[config.mk]
export PLATFORM = sky130hd
export DESIGN_NAME = periph_cfg_bridge
export DESIGN_NICKNAME = d
export VERILOG_FILES = /design/src/rtl/axi_lite_pkg.sv /design/src/rtl/regbus_pkg.sv /design/src/rtl/periph_cfg_bridge.sv /design/src/rtl/axi_lite_respond.sv /design/src/rtl/bootrom_rom.sv /design/src/rtl/fll_cfg_regs.sv /design/src/rtl/reg_addr_decode.sv /design/src/rtl/axi_lite_capture.sv
export SDC_FILE = /design/constraint.sdc
export NUM_CORES = 1
export LEC_CHECK = 0
export BUFFER_PORTS_ARGS = -buffer_cell sky130_fd_sc_hd__buf_2
export CORE_MARGIN = 4
export CORE_UTILIZATION = 50
export DETAILED_ROUTE_END_ITERATION = 8
export PLACE_DENSITY = 0.64
export SYNTH_ARGS = -nofsm -noshare
export SYNTH_HDL_FRONTEND = slang
export SYNTH_HIERARCHICAL = 1
export SYNTH_SLANG_ARGS = --single-unit
[constraint.sdc]
create_clock -name clk_i -period 11.12 [get_ports clk_i]
set_input_delay 2.224 -clock clk_i [delete_from_list [all_inputs] [get_ports clk_i]]
set_output_delay 2.224 -clock clk_i [all_outputs]
set_load 0.01 [all_outputs]
[src/rtl/axi_lite_pkg.sv]
// AXI-Lite channel types for the peripheral configuration bridge
// 48-bit address, 32-bit data, single outstanding beat per channel
package axi_lite_pkg;

  localparam int unsigned AddrWidth = 48;
  localparam int unsigned DataWidth = 32;
  localparam int unsigned StrbWidth = DataWidth / 8;

  // B and R response codes
  localparam logic [1:0] RespOkay   = 2'b00;
  localparam logic [1:0] RespSlvErr = 2'b10;

  // ##########################################################################
  // master to slave
  // ##########################################################################
  typedef struct packed {
    logic                 aw_valid;
    logic [AddrWidth-1:0] aw_addr;
    logic                 w_valid;
    logic [DataWidth-1:0] w_data;
    logic [StrbWidth-1:0] w_strb;
    logic                 b_ready;
    logic                 ar_valid;
    logic [AddrWidth-1:0] ar_addr;
    logic                 r_ready;
  } axi_lite_req_t;

  // ##########################################################################
  // slave to master
  // ##########################################################################
  typedef struct packed {
    logic                 aw_ready;
    logic                 w_ready;
    logic                 b_valid;
    logic [1:0]           b_resp;
    logic                 ar_ready;
    logic                 r_valid;
    logic [DataWidth-1:0] r_data;
    logic [1:0]           r_resp;
  } axi_lite_rsp_t;

endpackage
[src/rtl/regbus_pkg.sv]
// Register bus types and address map of the configuration targets
// boot ROM plus three FLL configuration banks
package regbus_pkg;

  import axi_lite_pkg::*;

  typedef enum logic {
    op_read,
    op_write
  } reg_op_e;

  typedef enum logic [2:0] {
    tgt_bootrom,
    tgt_fll_system,
    tgt_fll_periph,
    tgt_fll_hbm2e,
    tgt_none
  } reg_target_e;

  // address map, sizes in bytes
  localparam logic [AddrWidth-1:0] BootromBase   = 48'h0000_0100_0000;
  localparam int unsigned          BootromSize   = 64;
  localparam int unsigned          BootromWords  = BootromSize / 4;
  localparam logic [AddrWidth-1:0] FllSystemBase = 48'h0000_0200_0000;
  localparam logic [AddrWidth-1:0] FllPeriphBase = 48'h0000_0200_1000;
  localparam logic [AddrWidth-1:0] FllHbm2eBase  = 48'h0000_0200_2000;
  localparam int unsigned          FllSize       = 16;
  localparam int unsigned          FllLockReg    = 3;  // read-only word

  typedef struct packed {
    logic                 valid;
    reg_op_e              op;
    logic [AddrWidth-1:0] addr;
    logic [DataWidth-1:0] wdata;
    logic [StrbWidth-1:0] wstrb;
  } reg_req_t;

  typedef struct packed {
    reg_req_t    req;
    reg_target_e target;
    logic        err;
  } reg_dec_t;

  typedef struct packed {
    logic [DataWidth-1:0] rdata;
    logic                 err;
  } reg_rsp_t;

endpackage

[src/rtl/periph_cfg_bridge.sv]
// Peripheral configuration bridge top level
// AXI-Lite slave -> capture, decode, respond pipeline with boot ROM and FLL banks
module periph_cfg_bridge
  import axi_lite_pkg::*;
  import regbus_pkg::*;
(
  input  logic          clk_i,
  input  logic          rst_i,
  input  axi_lite_req_t axi_lite_req_i,
  output axi_lite_rsp_t axi_lite_rsp_o
);

  reg_req_t             cap_req;
  reg_dec_t             dec_req;
  logic                 advance;
  logic                 aw_ready, w_ready, ar_ready;
  logic                 b_valid, r_valid;
  logic [1:0]           b_resp, r_resp;
  logic [DataWidth-1:0] r_data;

  logic     dec_ok;
  logic     sel_fll_system, sel_fll_periph, sel_fll_hbm2e;
  reg_rsp_t bootrom_rsp, fll_system_rsp, fll_periph_rsp, fll_hbm2e_rsp;
  reg_rsp_t tgt_rsp;

  axi_lite_capture i_capture (
    .clk_i,
    .rst_i,
    .axi_req_i  ( axi_lite_req_i ),
    .advance_i  ( advance ),
    .aw_ready_o ( aw_ready ),
    .w_ready_o  ( w_ready ),
    .ar_ready_o ( ar_ready ),
    .cap_req_o  ( cap_req )
  );

  reg_addr_decode i_decode (
    .clk_i,
    .rst_i,
    .cap_req_i ( cap_req ),
    .advance_i ( advance ),
    .dec_req_o ( dec_req )
  );

  // ##########################################################################
  // targets
  // ##########################################################################
  assign dec_ok         = dec_req.req.valid && !dec_req.err;  // illegal ops never write
  assign sel_fll_system = dec_ok && (dec_req.target == tgt_fll_system);
  assign sel_fll_periph = dec_ok && (dec_req.target == tgt_fll_periph);
  assign sel_fll_hbm2e  = dec_ok && (dec_req.target == tgt_fll_hbm2e);

  bootrom_rom i_bootrom (
    .req_i ( dec_req.req ),
    .rsp_o ( bootrom_rsp )
  );

  fll_cfg_regs i_fll_system (
    .clk_i, .rst_i,
    .sel_i ( sel_fll_system ), .advance_i ( advance ),
    .req_i ( dec_req.req ),    .rsp_o     ( fll_system_rsp )
  );

  fll_cfg_regs i_fll_periph (
    .clk_i, .rst_i,
    .sel_i ( sel_fll_periph ), .advance_i ( advance ),
    .req_i ( dec_req.req ),    .rsp_o     ( fll_periph_rsp )
  );

  fll_cfg_regs i_fll_hbm2e (
    .clk_i, .rst_i,
    .sel_i ( sel_fll_hbm2e ), .advance_i ( advance ),
    .req_i ( dec_req.req ),   .rsp_o     ( fll_hbm2e_rsp )
  );

  always_comb begin
    case (dec_req.target)
      tgt_bootrom:    tgt_rsp = bootrom_rsp;
      tgt_fll_system: tgt_rsp = fll_system_rsp;
      tgt_fll_periph: tgt_rsp = fll_periph_rsp;
      tgt_fll_hbm2e:  tgt_rsp = fll_hbm2e_rsp;
      default:        tgt_rsp = '{rdata: '0, err: 1'b1};  // unmapped
    endcase
  end

  axi_lite_respond i_respond (
    .clk_i,
    .rst_i,
    .dec_req_i ( dec_req ),
    .tgt_rsp_i ( tgt_rsp ),
    .axi_req_i ( axi_lite_req_i ),
    .b_valid_o ( b_valid ),
    .b_resp_o  ( b_resp ),
    .r_valid_o ( r_valid ),
    .r_data_o  ( r_data ),
    .r_resp_o  ( r_resp ),
    .advance_o ( advance )
  );

  always_comb begin
    axi_lite_rsp_o.aw_ready = aw_ready;
    axi_lite_rsp_o.w_ready  = w_ready;
    axi_lite_rsp_o.b_valid  = b_valid;
    axi_lite_rsp_o.b_resp   = b_resp;
    axi_lite_rsp_o.ar_ready = ar_ready;
    axi_lite_rsp_o.r_valid  = r_valid;
    axi_lite_rsp_o.r_data   = r_data;
    axi_lite_rsp_o.r_resp   = r_resp;
  end

endmodule

[src/rtl/axi_lite_respond.sv]
// AXI-Lite response stage
// one-entry buffer routing each target response to the B or R channel
module axi_lite_respond
  import axi_lite_pkg::*;
  import regbus_pkg::*;
(
  input  logic                 clk_i,
  input  logic                 rst_i,
  input  reg_dec_t             dec_req_i,
  input  reg_rsp_t             tgt_rsp_i,
  input  axi_lite_req_t        axi_req_i,
  output logic                 b_valid_o,
  output logic [1:0]           b_resp_o,
  output logic                 r_valid_o,
  output logic [DataWidth-1:0] r_data_o,
  output logic [1:0]           r_resp_o,
  output logic                 advance_o
);

  typedef struct packed {
    logic                 valid;
    reg_op_e              op;
    logic [1:0]           resp;
    logic [DataWidth-1:0] data;
  } rsp_buf_t;

  rsp_buf_t rsp_q;
  logic     drain;
  logic     rsp_err;

  // ##########################################################################
  // stall control
  // ##########################################################################
  assign drain = rsp_q.valid &&
                 ((rsp_q.op == op_write) ? axi_req_i.b_ready : axi_req_i.r_ready);

  // whole pipeline moves only when this entry is free
  assign advance_o = !rsp_q.valid || drain;

  assign rsp_err = dec_req_i.err || tgt_rsp_i.err;

  // ##########################################################################
  // response buffer
  // ##########################################################################
  always_ff @(posedge clk_i) begin
    if (rst_i) begin
      rsp_q.valid <= 1'b0;
    end else if (advance_o) begin
      rsp_q.valid <= dec_req_i.req.valid;
      rsp_q.op    <= dec_req_i.req.op;
      rsp_q.resp  <= rsp_err ? RespSlvErr : RespOkay;
      rsp_q.data  <= (rsp_err || dec_req_i.req.op == op_write) ? '0 : tgt_rsp_i.rdata;
    end
  end

  assign b_valid_o = rsp_q.valid && (rsp_q.op == op_write);
  assign b_resp_o  = rsp_q.resp;
  assign r_valid_o = rsp_q.valid && (rsp_q.op == op_read);
  assign r_data_o  = rsp_q.data;
  assign r_resp_o  = rsp_q.resp;

endmodule

[src/rtl/bootrom_rom.sv]
// Boot ROM
// fixed 16-word boot table, combinational read
module bootrom_rom
  import axi_lite_pkg::*;
  import regbus_pkg::*;
(
  input  reg_req_t req_i,
  output reg_rsp_t rsp_o
);

  localparam logic [DataWidth-1:0] BootTable [BootromWords] = '{
    32'hf140_2573,  // csrr a0, mhartid
    32'h0000_0597,
    32'h03c5_8593,
    32'h0005_1463,  // hart 0 only
    32'h0080_006f,
    32'h1050_0073,  // wfi
    32'hffdf_f06f,
    32'h0200_02b7,
    32'h0012_8293,
    32'h0052_a023,
    32'h0100_0337,
    32'h0403_0313,
    32'h0003_0067,
    32'h0000_0013,
    32'h0000_0013,
    32'hb007_c0de   // table tag
  };

  assign rsp_o.rdata = BootTable[req_i.addr[5:2]];
  assign rsp_o.err   = (req_i.op == op_write);  // no write path

endmodule

[src/rtl/fll_cfg_regs.sv]
// FLL configuration bank
// three byte-writable config words and a read-only lock status word
module fll_cfg_regs
  import axi_lite_pkg::*;
  import regbus_pkg::*;
(
  input  logic     clk_i,
  input  logic     rst_i,
  input  logic     sel_i,
  input  logic     advance_i,
  input  reg_req_t req_i,
  output reg_rsp_t rsp_o
);

  // word 0 bit 0 is the loop enable
  logic [DataWidth-1:0] cfg_q [FllLockReg];

  logic [1:0] idx;
  logic       is_lock;
  logic       wr_en;

  assign idx     = req_i.addr[3:2];
  assign is_lock = (idx == 2'(FllLockReg));

  // only on an advancing cycle, so a stalled write lands once
  assign wr_en = sel_i && advance_i && (req_i.op == op_write) && !is_lock;

  // ##########################################################################
  // config words
  // ##########################################################################
  always_ff @(posedge clk_i) begin
    if (rst_i) begin
      for (int w = 0; w < FllLockReg; w++) begin
        cfg_q[w] <= '0;
      end
    end else if (wr_en) begin
      for (int b = 0; b < StrbWidth; b++) begin
        if (req_i.wstrb[b]) cfg_q[idx][b*8 +: 8] <= req_i.wdata[b*8 +: 8];
      end
    end
  end

  // ##########################################################################
  // read path
  // ##########################################################################
  always_comb begin
    rsp_o.err = 1'b0;
    if (is_lock) begin
      // locks as soon as it is enabled
      rsp_o.rdata = {{(DataWidth-1){1'b0}}, cfg_q[0][0]};
    end else begin
      rsp_o.rdata = cfg_q[idx];
    end
  end

endmodule

[src/rtl/reg_addr_decode.sv]
// Register address decode stage
// tags each request with its target and flags unmapped or illegal accesses
module reg_addr_decode
  import axi_lite_pkg::*;
  import regbus_pkg::*;
(
  input  logic     clk_i,
  input  logic     rst_i,
  input  reg_req_t cap_req_i,
  input  logic     advance_i,
  output reg_dec_t dec_req_o
);

  function automatic logic in_range(logic [AddrWidth-1:0] addr,
                                    logic [AddrWidth-1:0] base,
                                    int unsigned          size);
    return (addr >= base) && (addr < base + AddrWidth'(size));
  endfunction

  reg_target_e target;
  logic        is_write;
  logic        lock_hit;
  logic        is_fll;
  logic        err;
  reg_dec_t    dec_q;

  always_comb begin
    target = tgt_none;
    if (in_range(cap_req_i.addr, BootromBase, BootromSize)) target = tgt_bootrom;
    else if (in_range(cap_req_i.addr, FllSystemBase, FllSize)) target = tgt_fll_system;
    else if (in_range(cap_req_i.addr, FllPeriphBase, FllSize)) target = tgt_fll_periph;
    else if (in_range(cap_req_i.addr, FllHbm2eBase, FllSize)) target = tgt_fll_hbm2e;
  end

  assign is_write = (cap_req_i.op == op_write);
  assign is_fll   = (target inside {tgt_fll_system, tgt_fll_periph, tgt_fll_hbm2e});
  assign lock_hit = is_fll && (cap_req_i.addr[3:2] == 2'(FllLockReg));

  // rom and lock status are read-only
  assign err = (target == tgt_none) ||
               (is_write && target == tgt_bootrom) ||
               (is_write && lock_hit);

  always_ff @(posedge clk_i) begin
    if (rst_i) begin
      dec_q.req.valid <= 1'b0;
    end else if (advance_i) begin
      dec_q.req    <= cap_req_i;
      dec_q.target <= target;
      dec_q.err    <= err;
    end
  end

  assign dec_req_o = dec_q;

endmodule

[src/rtl/axi_lite_capture.sv]
// AXI-Lite capture stage
// accepts one write (AW+W) or one read (AR) per cycle into a request register
module axi_lite_capture
  import axi_lite_pkg::*;
  import regbus_pkg::*;
(
  input  logic          clk_i,
  input  logic          rst_i,
  input  axi_lite_req_t axi_req_i,
  input  logic          advance_i,
  output logic          aw_ready_o,
  output logic          w_ready_o,
  output logic          ar_ready_o,
  output reg_req_t      cap_req_o
);

  reg_req_t cap_q;
  logic     last_wr_q;  // last grant went to the write side

  logic wr_pending;
  logic rd_pending;
  logic can_load;
  logic grant_wr;
  logic grant_rd;

  // ##########################################################################
  // arbitration
  // ##########################################################################
  assign wr_pending = axi_req_i.aw_valid && axi_req_i.w_valid;
  assign rd_pending = axi_req_i.ar_valid;
  assign can_load   = !cap_q.valid || advance_i;

  // alternate on contention, write wins first after reset
  assign grant_wr = can_load && wr_pending && (!rd_pending || !last_wr_q);
  assign grant_rd = can_load && rd_pending && (!wr_pending || last_wr_q);

  assign aw_ready_o = grant_wr;
  assign w_ready_o  = grant_wr;  // always paired with aw_ready
  assign ar_ready_o = grant_rd;

  // ##########################################################################
  // request register
  // ##########################################################################
  always_ff @(posedge clk_i) begin
    if (rst_i) begin
      cap_q.valid <= 1'b0;
      last_wr_q   <= 1'b0;
    end else if (can_load) begin
      cap_q.valid <= grant_wr || grant_rd;
      if (grant_wr) begin
        cap_q.op    <= op_write;
        cap_q.addr  <= axi_req_i.aw_addr;
        cap_q.wdata <= axi_req_i.w_data;
        cap_q.wstrb <= axi_req_i.w_strb;
        last_wr_q   <= 1'b1;
      end else if (grant_rd) begin
        cap_q.op    <= op_read;
        cap_q.addr  <= axi_req_i.ar_addr;
        cap_q.wdata <= '0;
        cap_q.wstrb <= '0;
        last_wr_q   <= 1'b0;
      end
    end
  end

  assign cap_req_o = cap_q;

endmodule

# --- After elaboration in Yosys (flattened, before gate mapping) ---
# Memory sizes are Yosys's and may differ from the RTL's. A register that Yosys moved wholly into a read port is not among the register bits.
# Index checks and enable logic that the tools add are counted.
op_classes:
  order_cmp: 9
  eq_ne: 9
  mux: 70
  bitwise_logic: 3
  reduce_logical: 54
ops:
  columns: ["cell", "count"]
  rows:
  - ["$mux W32", 8]
  - ["$ge A48 B26 Y1 const B", 3]
  - ["$lt A48 B26 Y1 const B", 3]
  - ["$pmux W33 S4", 1]
  - ["$reduce_or A32 Y1", 3]
  - ["$mux W85", 1]
  - ["$mux W84", 1]
  - ["$ge A48 B25 Y1 const B", 1]
  - ["$lt A48 B25 Y1 const B", 1]
  - ["$mux W1", 45]
  - ["$logic_and A1 B1 Y1", 28]
  - ["$mux W2", 7]
  - ["$eq A3 B2 Y1 const B", 4]
  - ["$mux W3", 4]
  - ["$mux W4", 3]
  - ["$logic_or A1 B1 Y1", 9]
  - ["$logic_not A1 Y1", 7]
  - ["$eq A3 B1 Y1 const B", 2]
  - ["$logic_not A3 Y1", 2]
  - ["$ge A5 B5 Y1 const B", 1]
  - ["$not A4 Y5", 1]
  - ["$eq A2 B2 Y1 const B", 2]
  - ["$reduce_and A2 Y1", 2]
  - ["$eq A3 B3 Y1 const B", 1]
  - ["4 further kinds", 5]
word_totals:
  ff_bits: 171
  mem_bits_rw: 288
  romBits: 512
  output_inout_bits: 41
  word_cells: 166
  memories: 4
mem_list:
  columns: ["name", "depth", "word_bits", "read_ports", "rd_clocked_by_memory_dff", "write_ports", "line", "rtl"]
  rows:
  - ["(name not given)", 16, 32, 1, 0, 0, "bootrom_rom.sv:30", "assign rsp_o.rdata = BootTable[req_i.addr[5:2]];"]
  - ["i_fll_hbm2e.cfg_q", 3, 32, 2, 1, 3, "fll_cfg_regs.sv:16", "logic [DataWidth-1:0] cfg_q [FllLockReg];"]
  - ["i_fll_periph.cfg_q", 3, 32, 2, 1, 3, "fll_cfg_regs.sv:16", null]
  - ["i_fll_system.cfg_q", 3, 32, 2, 1, 3, "fll_cfg_regs.sv:16", null]

# --- Longest topological paths before layout ---
# Gate-level depths: netlist of the first run.
logic_depth:
  ltp_word: 11
  ltp_mapped: 9

# --- By module ---
# The synthesis of the first run kept the hierarchy.
by_module_without_submodules:
  columns: ["module", "instances", "cells_each", "area_each_um2", "seq_area_each_um2"]
  rows:
  - ["fll_cfg_regs (i_fll_periph ...)", 2, 349, 4643.2, 2882.8]
  - ["fll_cfg_regs (i_fll_hbm2e)", 1, 349, 4712.0, 2882.8]
  - ["axi_lite_capture", 1, 191, 3517.1, 2592.5]
  - ["reg_addr_decode", 1, 124, 2945.3, 2692.6]
  - ["axi_lite_respond", 1, 117, 1621.6, 1041.0]
  - ["periph_cfg_bridge", 1, 124, 1042.2, 0.0]
  - ["bootrom_rom", 1, 94, 680.7, 0.0]

# --- Least setup slack after synthesis of the first run ---
# OpenSTA, ideal clock, no wires.
synth_timing:
  path_type: "input -> register"
  from: "input axi_lite_req_i[50] (netlist name)"
  to: "register i_capture.cap_q, in the netlist i_capture/cap_req_o[0] (enable)"
  setup_ns: 0.634
  arrival_time_ns: 8.593
  t_required_ns: 10.486
  path_slack_ns: 1.893
  path_stages: 4
  n_path_buf: 0
  cell_sequence: "mux2i_1 -> nand2_1 -> nor2b_4 -> nor3_1"
synth_between:
  elab_chain_cells: 8
  elab_cells_between_ends: 10
synth_lines:
  columns: ["element", "line", "rtl"]
  rows:
  - ["start, declared", "periph_cfg_bridge.sv:9", "input axi_lite_req_t axi_lite_req_i,"]
  - ["$mux W1 (*)", "axi_lite_respond.sv:35", "((rsp_q.op == op_write) ? axi_req_i.b_ready : axi_req_i.r_ready);"]
  - ["$logic_and A1 B1 Y1 (*)", "axi_lite_respond.sv:34", "assign drain = rsp_q.valid &&"]
  - ["$logic_or A1 B1 Y1 (*)", "axi_lite_respond.sv:38", "assign advance_o = !rsp_q.valid || drain;"]
  - ["net advance", "periph_cfg_bridge.sv:15", "logic advance;"]
  - ["$logic_or A1 B1 Y1 (*)", "axi_lite_capture.sv:31", "assign can_load = !cap_q.valid || advance_i;"]
  - ["$logic_and A1 B1 Y1 (on tied branches) (2 in a row)", "axi_lite_capture.sv:35, axi_lite_capture.sv:34", null]
  - ["$reduce_bool A2 Y1 (no line)", null, null]
  - ["$reduce_and A3 Y1 (no line) (*)", null, null]
  - ["end, declared", "axi_lite_capture.sv:17", "reg_req_t cap_q;"]
# Mark *: on every way through the listed nets, which the timed path passes. The rest lies on a longest branch.
# A chain may end at the register's enable or synchronous reset.

==> metrics.md, run 1 <==
| Metric | Value |
|---|---|
| Detailed-route wire length | `52900 um` |
| # diodes | `0` |
| Sw power | `888 uW` |
| Site Rows | `77` |
| IO Count | `180` |
| Cells after Synth | `1649` |
| Number of setup buffers added after CTS | `0` |
| Worst-margin pin slew | `1.22 ns` |
| Starting density of the core | `50.7%` |
| DP HPWL | `34800 um` |
| Port Buf Inserts | `173` |
| Register area | `13600 um2` |
| Vias in the first global route | `13000` |
| Switch share | `23.3%` |
| Worst-path clk slew | `0.05 ns` |
| Worst Path Max Fanout | `85` |
| First-pass DRT Iterations | `5` |
| Commonest non-fill, non-tap cell in the layout | `edfxtp_1` |
| Clock network power share | `39.3%` |
| Sink of the worst hold path | `i_decode/dec_req_o[9]` |
| Peak supply drop | `0.0982 mV` |
| Core Box Area | `44200 um2` |
| H-tree depth | `2` |
| Share of layout cells above drive strength 1 | `27.4%` |
| Drt first-iter violations | `1123` |
| Synthesized area | `22400 um2` |
| Crit path kind | `primary input to output pin` |
| Largest net degree at the start of global routing | `122` |
| Warnings from Yosys | `6` |
| Setup Skew | `0.0249 ns` |
| Clk_lat worst skew | `0.59 ns` |
| R2r worst-path depth | `9` |
| Crit path DAT | `4.16 ns` |
| Final Critical Period | `6.38 ns` |
| # nets final | `1845` |
| Avg Cell Area, Syn | `13.6 um2` |
| Footprint of the multi-input gates | `7530 um2` |
| Post-CTS Hold Buffers | `0` |
| Antenna Nets Post-Route | `0` |
| R2r setup slk | `7.68 ns` |
| Hold Path Class | `flip-flop to flip-flop` |
| FF-to-FF End | `i_respond/r_data_o[2]` |
| Most frequent cells in the layout | `450 x edfxtp_1, 190 x nor3_1, 173 x buf_2, 171 x mux2i_1, 112 x nand2_1` |
| Drt wl/cell | `22.7 um` |
| HP Start | `i_capture/cap_req_o[5]` |
| Internal | `2930 uW` |
| Fmax achieved | `157 MHz` |
| Power Density | `156 nW/um2` |
| Setup crit end kind | `output pin` |
| Tcrit/Tclk final | `57.4%` |
| Critical Path Start Type | `primary input` |
| Final Max Tran Viols | `0` |
| First-pass GRT wire length | `78000 um` |
| Max Buffers Root-to-Sink | `3` |
| Sequential share of power | `52.2%` |
| Maxcap violations | `0` |
| Req. time, crit path | `8.90 ns` |
| Worst r2r src | `i_decode/dec_req_o[43]` |
| Die Area | `48300 um2` |
| Num CTS Buffers | `48` |
| Num Clock Sinks | `454` |
| DR vias | `13600` |
| Fin util | `55.2%` |
| Filler cells | `3583` |
| Worst Hold Depth | `0` |
| Pleak | `0.00841 uW` |
| Status | `completed` |
| Die W | `220 um` |
| Root buf cell | `clkbuf_16` |
| RSZ-0062 raised after global routing | `false` |
| Slew HR | `18.5%` |
| Vias/cell | `5.85` |
| Vert. Die Dim | `220 um` |
| Global route overflow | `0` |
| Final Wtd Congestion | `0.831` |
| Antenna violations before repair | `0` |
| Area delta synth->final | `9.05%` |
| Final Hold Viols | `0` |
| Total GRT Usage | `21.4%` |
| Setup Total Neg Slack | `0 ns` |
| Logic pwr share | `8.6%` |
| Worst setup path startpoint | `axi_lite_req_i[50]` |
| Final setup fails | `0` |
| CTS tree | `done` |
| Post_cts resized | `0` |
| DRC | `0` |
[cell type report]
type                       instances  area share, %
clock buffer                      64           5.29
clock inverter                    22          0.758
inverter                           6          0.113
multi-input combinational        991           30.8
sequential                       454           55.6
tap                              592           3.03
timing repair buffer             197           4.33
[power groups by stage]
stage / registers (uW) / logic, uW / clock network [uW]
floorplan: 2010 / 236 / 0
global placement: 2020 / 322 / 0
detailed placement: 2030 / 327 / 0
CTS: 1990 / 328 / 1530
global route: 2000 / 352 / 1610
finish: 1990 / 327 / 1500
[flip-flops by register name, indices dropped and copies added, names as in the netlist]
name,count
i_capture/cap_req_o,84
i_capture/last_wr_q,1
i_decode/dec_req_o,46
i_fll_hbm2e/cfg_q,96
i_fll_periph/cfg_q,96
i_fll_system/cfg_q,96
i_respond/b_resp_o,1
i_respond/r_data_o,32
i_respond/rsp_q,2
[stage by stage]
stage,total power (uW),std cells,cell area [um2],hold slack (ns),setup WS (ns)
after global placement,2350,2240,23000,0.402,4.77
after global routing,3950,2326,24400,0.421,4.55
after floorplan,2250,1651,22400,0.400,2.03
after detailed placement,2350,2240,23000,0.405,4.73
final,3820,2326,24400,0.417,4.74
after CTS,3850,2326,24400,0.418,4.72
[worst max path at each step]
stage	depth (start not counted)	slack, ns	endpoint
2_1_floorplan	4	2.03	i_capture/cap_req_o[0]
3_3_place_gp	7	4.77	axi_lite_rsp_o[39]
3_5_place_dp	7	4.73	axi_lite_rsp_o[40]
4_1_cts	7	4.72	axi_lite_rsp_o[40]
5_1_grt	7	4.55	axi_lite_rsp_o[39]
6_report	7	4.74	axi_lite_rsp_o[40]
[per-layer routing]
metal / wire length [um] / global-route usage [%]
met5: 0 / 0
met3: 3980 / 3.23
met4: 1220 / 6.13
met1: 22900 / 31.8
met2: 24800 / 33.1
[critical path, cell delays in order]
cell      delay, ns
buf_2          0.07
mux2i_1        0.14
nand2_1        0.46
nor2b_4        0.10
a211oi_4       0.21
buf_4          0.67
buf_2          0.26
Note: power is estimated with default switching activity, not from simulation.
==> run 2, diff against run 1 <==
PLACE_DENSITY = 0.67   (was 0.64)
clock period = 5.2 ns   (was 11.12 ns; I/O delays follow)
==> metrics.md, run 2 (same netlist as run 1, synthesis figures left out) <==
| Metric | Value |
|---|---|
| Status | `completed` |
| Largest regs | `i_fll_hbm2e/cfg_q (96), i_fll_periph/cfg_q (96), i_fll_system/cfg_q (96)` |
| Post-CTS Hold Buffers | `0 (unchanged)` |
| CTS tree | `done` |
| Setup Skew | `0.0172 ns (-0.00776 ns)` |
| Setup Total Neg Slack | `0 ns (unchanged)` |
| Maxcap violations | `0 (unchanged)` |
| Core Box Area | `44200 um2 (unchanged)` |
| Setup crit end kind | `output pin` |
| RSZ-0062 raised after global routing | `false` |
| Worst-margin pin slew | `1.20 ns (-0.0208 ns)` |
| Port Buf Inserts | `173 (unchanged)` |
| Switch share | `23.5% (+0.19 points)` |
| Clk_lat worst skew | `0.59 ns (about the same)` |
| Root buf cell | `clkbuf_16` |
| Sink of the worst hold path | `i_decode/dec_req_o[24]` |
| First-pass GRT wire length | `79100 um (+1.5%)` |
| Share of layout cells above drive strength 1 | `27.7% (+0.34 points)` |
| Critical Path Start Type | `primary input` |
| Commonest non-fill, non-tap cell in the layout | `edfxtp_1` |
| Antenna Nets Post-Route | `0 (unchanged)` |
| Total GRT Usage | `21.7% (+0.30 points)` |
| Worst r2r src | `i_decode/dec_req_o[1]` |
| DP HPWL | `35200 um (+1.3%)` |
| IO Count | `180 (unchanged)` |
| Sequential share of power | `52.0% (-0.2 points)` |
| FF-to-FF End | `i_fll_system/cfg_q[2][24]` |
| Fmax achieved | `273 MHz` |
| Num CTS Buffers | `48 (unchanged)` |
| Starting density of the core | `50.7% (unchanged)` |
| Crit path DAT | `2.62 ns (-1.54 ns)` |
| Area delta synth->final | `9.42%` |
| DR vias | `13700 (+0.41%)` |
| Antenna violations before repair | `0 (unchanged)` |
| Tcrit/Tclk final | `70.4%` |
| Worst Hold Depth | `0 (unchanged)` |
| Die Area | `48300 um2 (unchanged)` |
| HP Start | `i_capture/cap_req_o[20]` |
| DRC | `0 (unchanged)` |
| Most frequent cells in the layout | `450 x edfxtp_1, 190 x nor3_1, 173 x buf_2, 171 x mux2i_1, 112 x nand2_1` |
| Site Rows | `77 (unchanged)` |
| Largest net degree at the start of global routing | `121 (-0.82%)` |
| Critical path's largest stage delay | `0.49 ns (-0.18 ns)` |
| Final setup fails | `0 (unchanged)` |
| Vias in the first global route | `13000 (-0.22%)` |
| R2r worst-path depth | `4 (-5)` |
| Final Wtd Congestion | `0.814 (-2.0%)` |
| H-tree depth | `2 (unchanged)` |
| Global route overflow | `0 (unchanged)` |
| Drt wl/cell | `22.9 um (+0.62%)` |
| Clock network power share | `39.5% (+0.2 points)` |
| Critical-path cell list | `buf_2 -> mux2i_1 -> nand2_1 -> nand2b_1 -> o211a_1 -> buf_2` |
| Vias/cell | `5.87 (+0.24%)` |
| # nets final | `1849 (+0.22%)` |
| Req. time, crit path | `4.16 ns (-4.74 ns)` |
| Sw power | `1920 uW (+120%)` |
| Final Hold Viols | `0 (unchanged)` |
| R2r setup slk | `2.10 ns (-5.58 ns)` |
| Crit path kind | `primary input to output pin` |
| Critical Path Most Common Cell | `buf_2` |
| Worst-path clk slew | `0.06 ns (about the same)` |
| # diodes | `0 (unchanged)` |
| Slew HR | `19.7% (+1.2 points)` |
| Power Density | `334 nW/um2 (+110%)` |
| Internal | `6270 uW (+110%)` |
| Pleak | `0.00845 uW (+0.48%)` |
| Max Buffers Root-to-Sink | `3 (unchanged)` |
| Hold Worst Slack | `0.413 ns (-0.00394 ns)` |
| Hold Path Class | `flip-flop to flip-flop` |
| Detailed-route wire length | `53300 um (+0.79%)` |
| Die W | `220 um (unchanged)` |
| Slowest stage cell on the critical path | `nand2_1` |
| Final Max Tran Viols | `0 (unchanged)` |
| Final Critical Period | `3.66 ns` |
| Logic pwr share | `8.5% (about the same)` |
| Worst Path Max Fanout | `10 (-88%)` |
| First-pass DRT Iterations | `6 (+1)` |
| Peak supply drop | `0.222 mV (+130%)` |
| Vert. Die Dim | `220 um (unchanged)` |
| Number of setup buffers added after CTS | `0 (unchanged)` |
| Post_cts resized | `0 (unchanged)` |
| Drt first-iter violations | `1274 (+13%)` |
| Num Clock Sinks | `454 (unchanged)` |
-- run 2: cell types whose count changed in the layout (fill, tap and decap cells not counted) --
cell / before / now
clkinv_2: 10 / 11
clkbuf_8: 3 / 4
buf_4: 23 / 25
buf_12: 1 / 3
clkinv_1: 6 / 9
nor3_2: 102 / 101
clkinv_4: 1 / 2
or2_1: 4 / 5
nor3_4: 1 / 2
clkinvlp_4: 1 / 2
or2_2: 5 / 4
clkbuf_1: 13 / 6
-- run 2: critical path: cells and delay by family --
kind / cells / cell delay [ns]
AO/OA/AOI/OAI: 1 / 0.15
multiplexers: 1 / 0.35
AND/OR/NAND/NOR: 2 / 0.84
buffers and inverters: 2 / 0.23
-- run 2: worst max-delay path by stage --
| stage | start | endpoint | slack, ns | cells past startpoint |
|---|---|---|---|---|
| after floorplan | axi_lite_req_i[50] | i_capture/cap_req_o[0] | 1.16 | 4 |
| after global placement | axi_lite_req_i[50] | axi_lite_rsp_o[35] | 1.62 | 6 |
| after detailed placement | axi_lite_req_i[50] | axi_lite_rsp_o[35] | 1.58 | 6 |
| after CTS | axi_lite_req_i[50] | axi_lite_rsp_o[35] | 1.57 | 6 |
| after global routing | axi_lite_req_i[50] | axi_lite_rsp_o[35] | 1.45 | 6 |
| final | axi_lite_req_i[50] | axi_lite_rsp_o[35] | 1.54 | 6 |
-- run 2: power by group through the flow --
stage,Clock [uW],Sequential (uW),Combinational (uW)
2_1_floorplan,0,4300,506
3_3_place_gp,0,4330,682
3_5_place_dp,0,4340,694
4_1_cts,3300,4260,696
5_1_grt,3490,4270,750
6_report,3230,4260,698
-- run 2: through the flow --
step / cell area, um2 / cells / setup slack [ns] / utilization (%) / power (uW)
6_report: 24500 / 2330 / 1.54 / 55.4 / 8190
5_1_grt: 24500 / 2330 / 1.45 / 55.4 / 8510
4_1_cts: 24500 / 2330 / 1.57 / 55.4 / 8260
3_5_place_dp: 23000 / 2244 / 1.58 / 52.0 / 5030
3_3_place_gp: 23000 / 2244 / 1.62 / 52.0 / 5010
2_1_floorplan: 22400 / 1651 / 1.16 / - / 4810
-- run 2: per-layer routing --
metal	up-vias	GRT usage, %	share of wire [%]
li1	6334	-	-
met1	6669	32.2	42
met2	610	33.8	47
met3	56	3.90	9.5
met4	0	4.94	1.5
met5	-	0	0
-- run 2: layout make-up --
type	instances	area, um2
Fill cell	3598	19700
Sequential cell	454	13600
Multi-Input combinational cell	991	7540
Clock buffer	58	1280
Timing Repair Buffer	201	1110
Tap cell	592	741
Clock inverter	28	218
Inverter	6	27.5
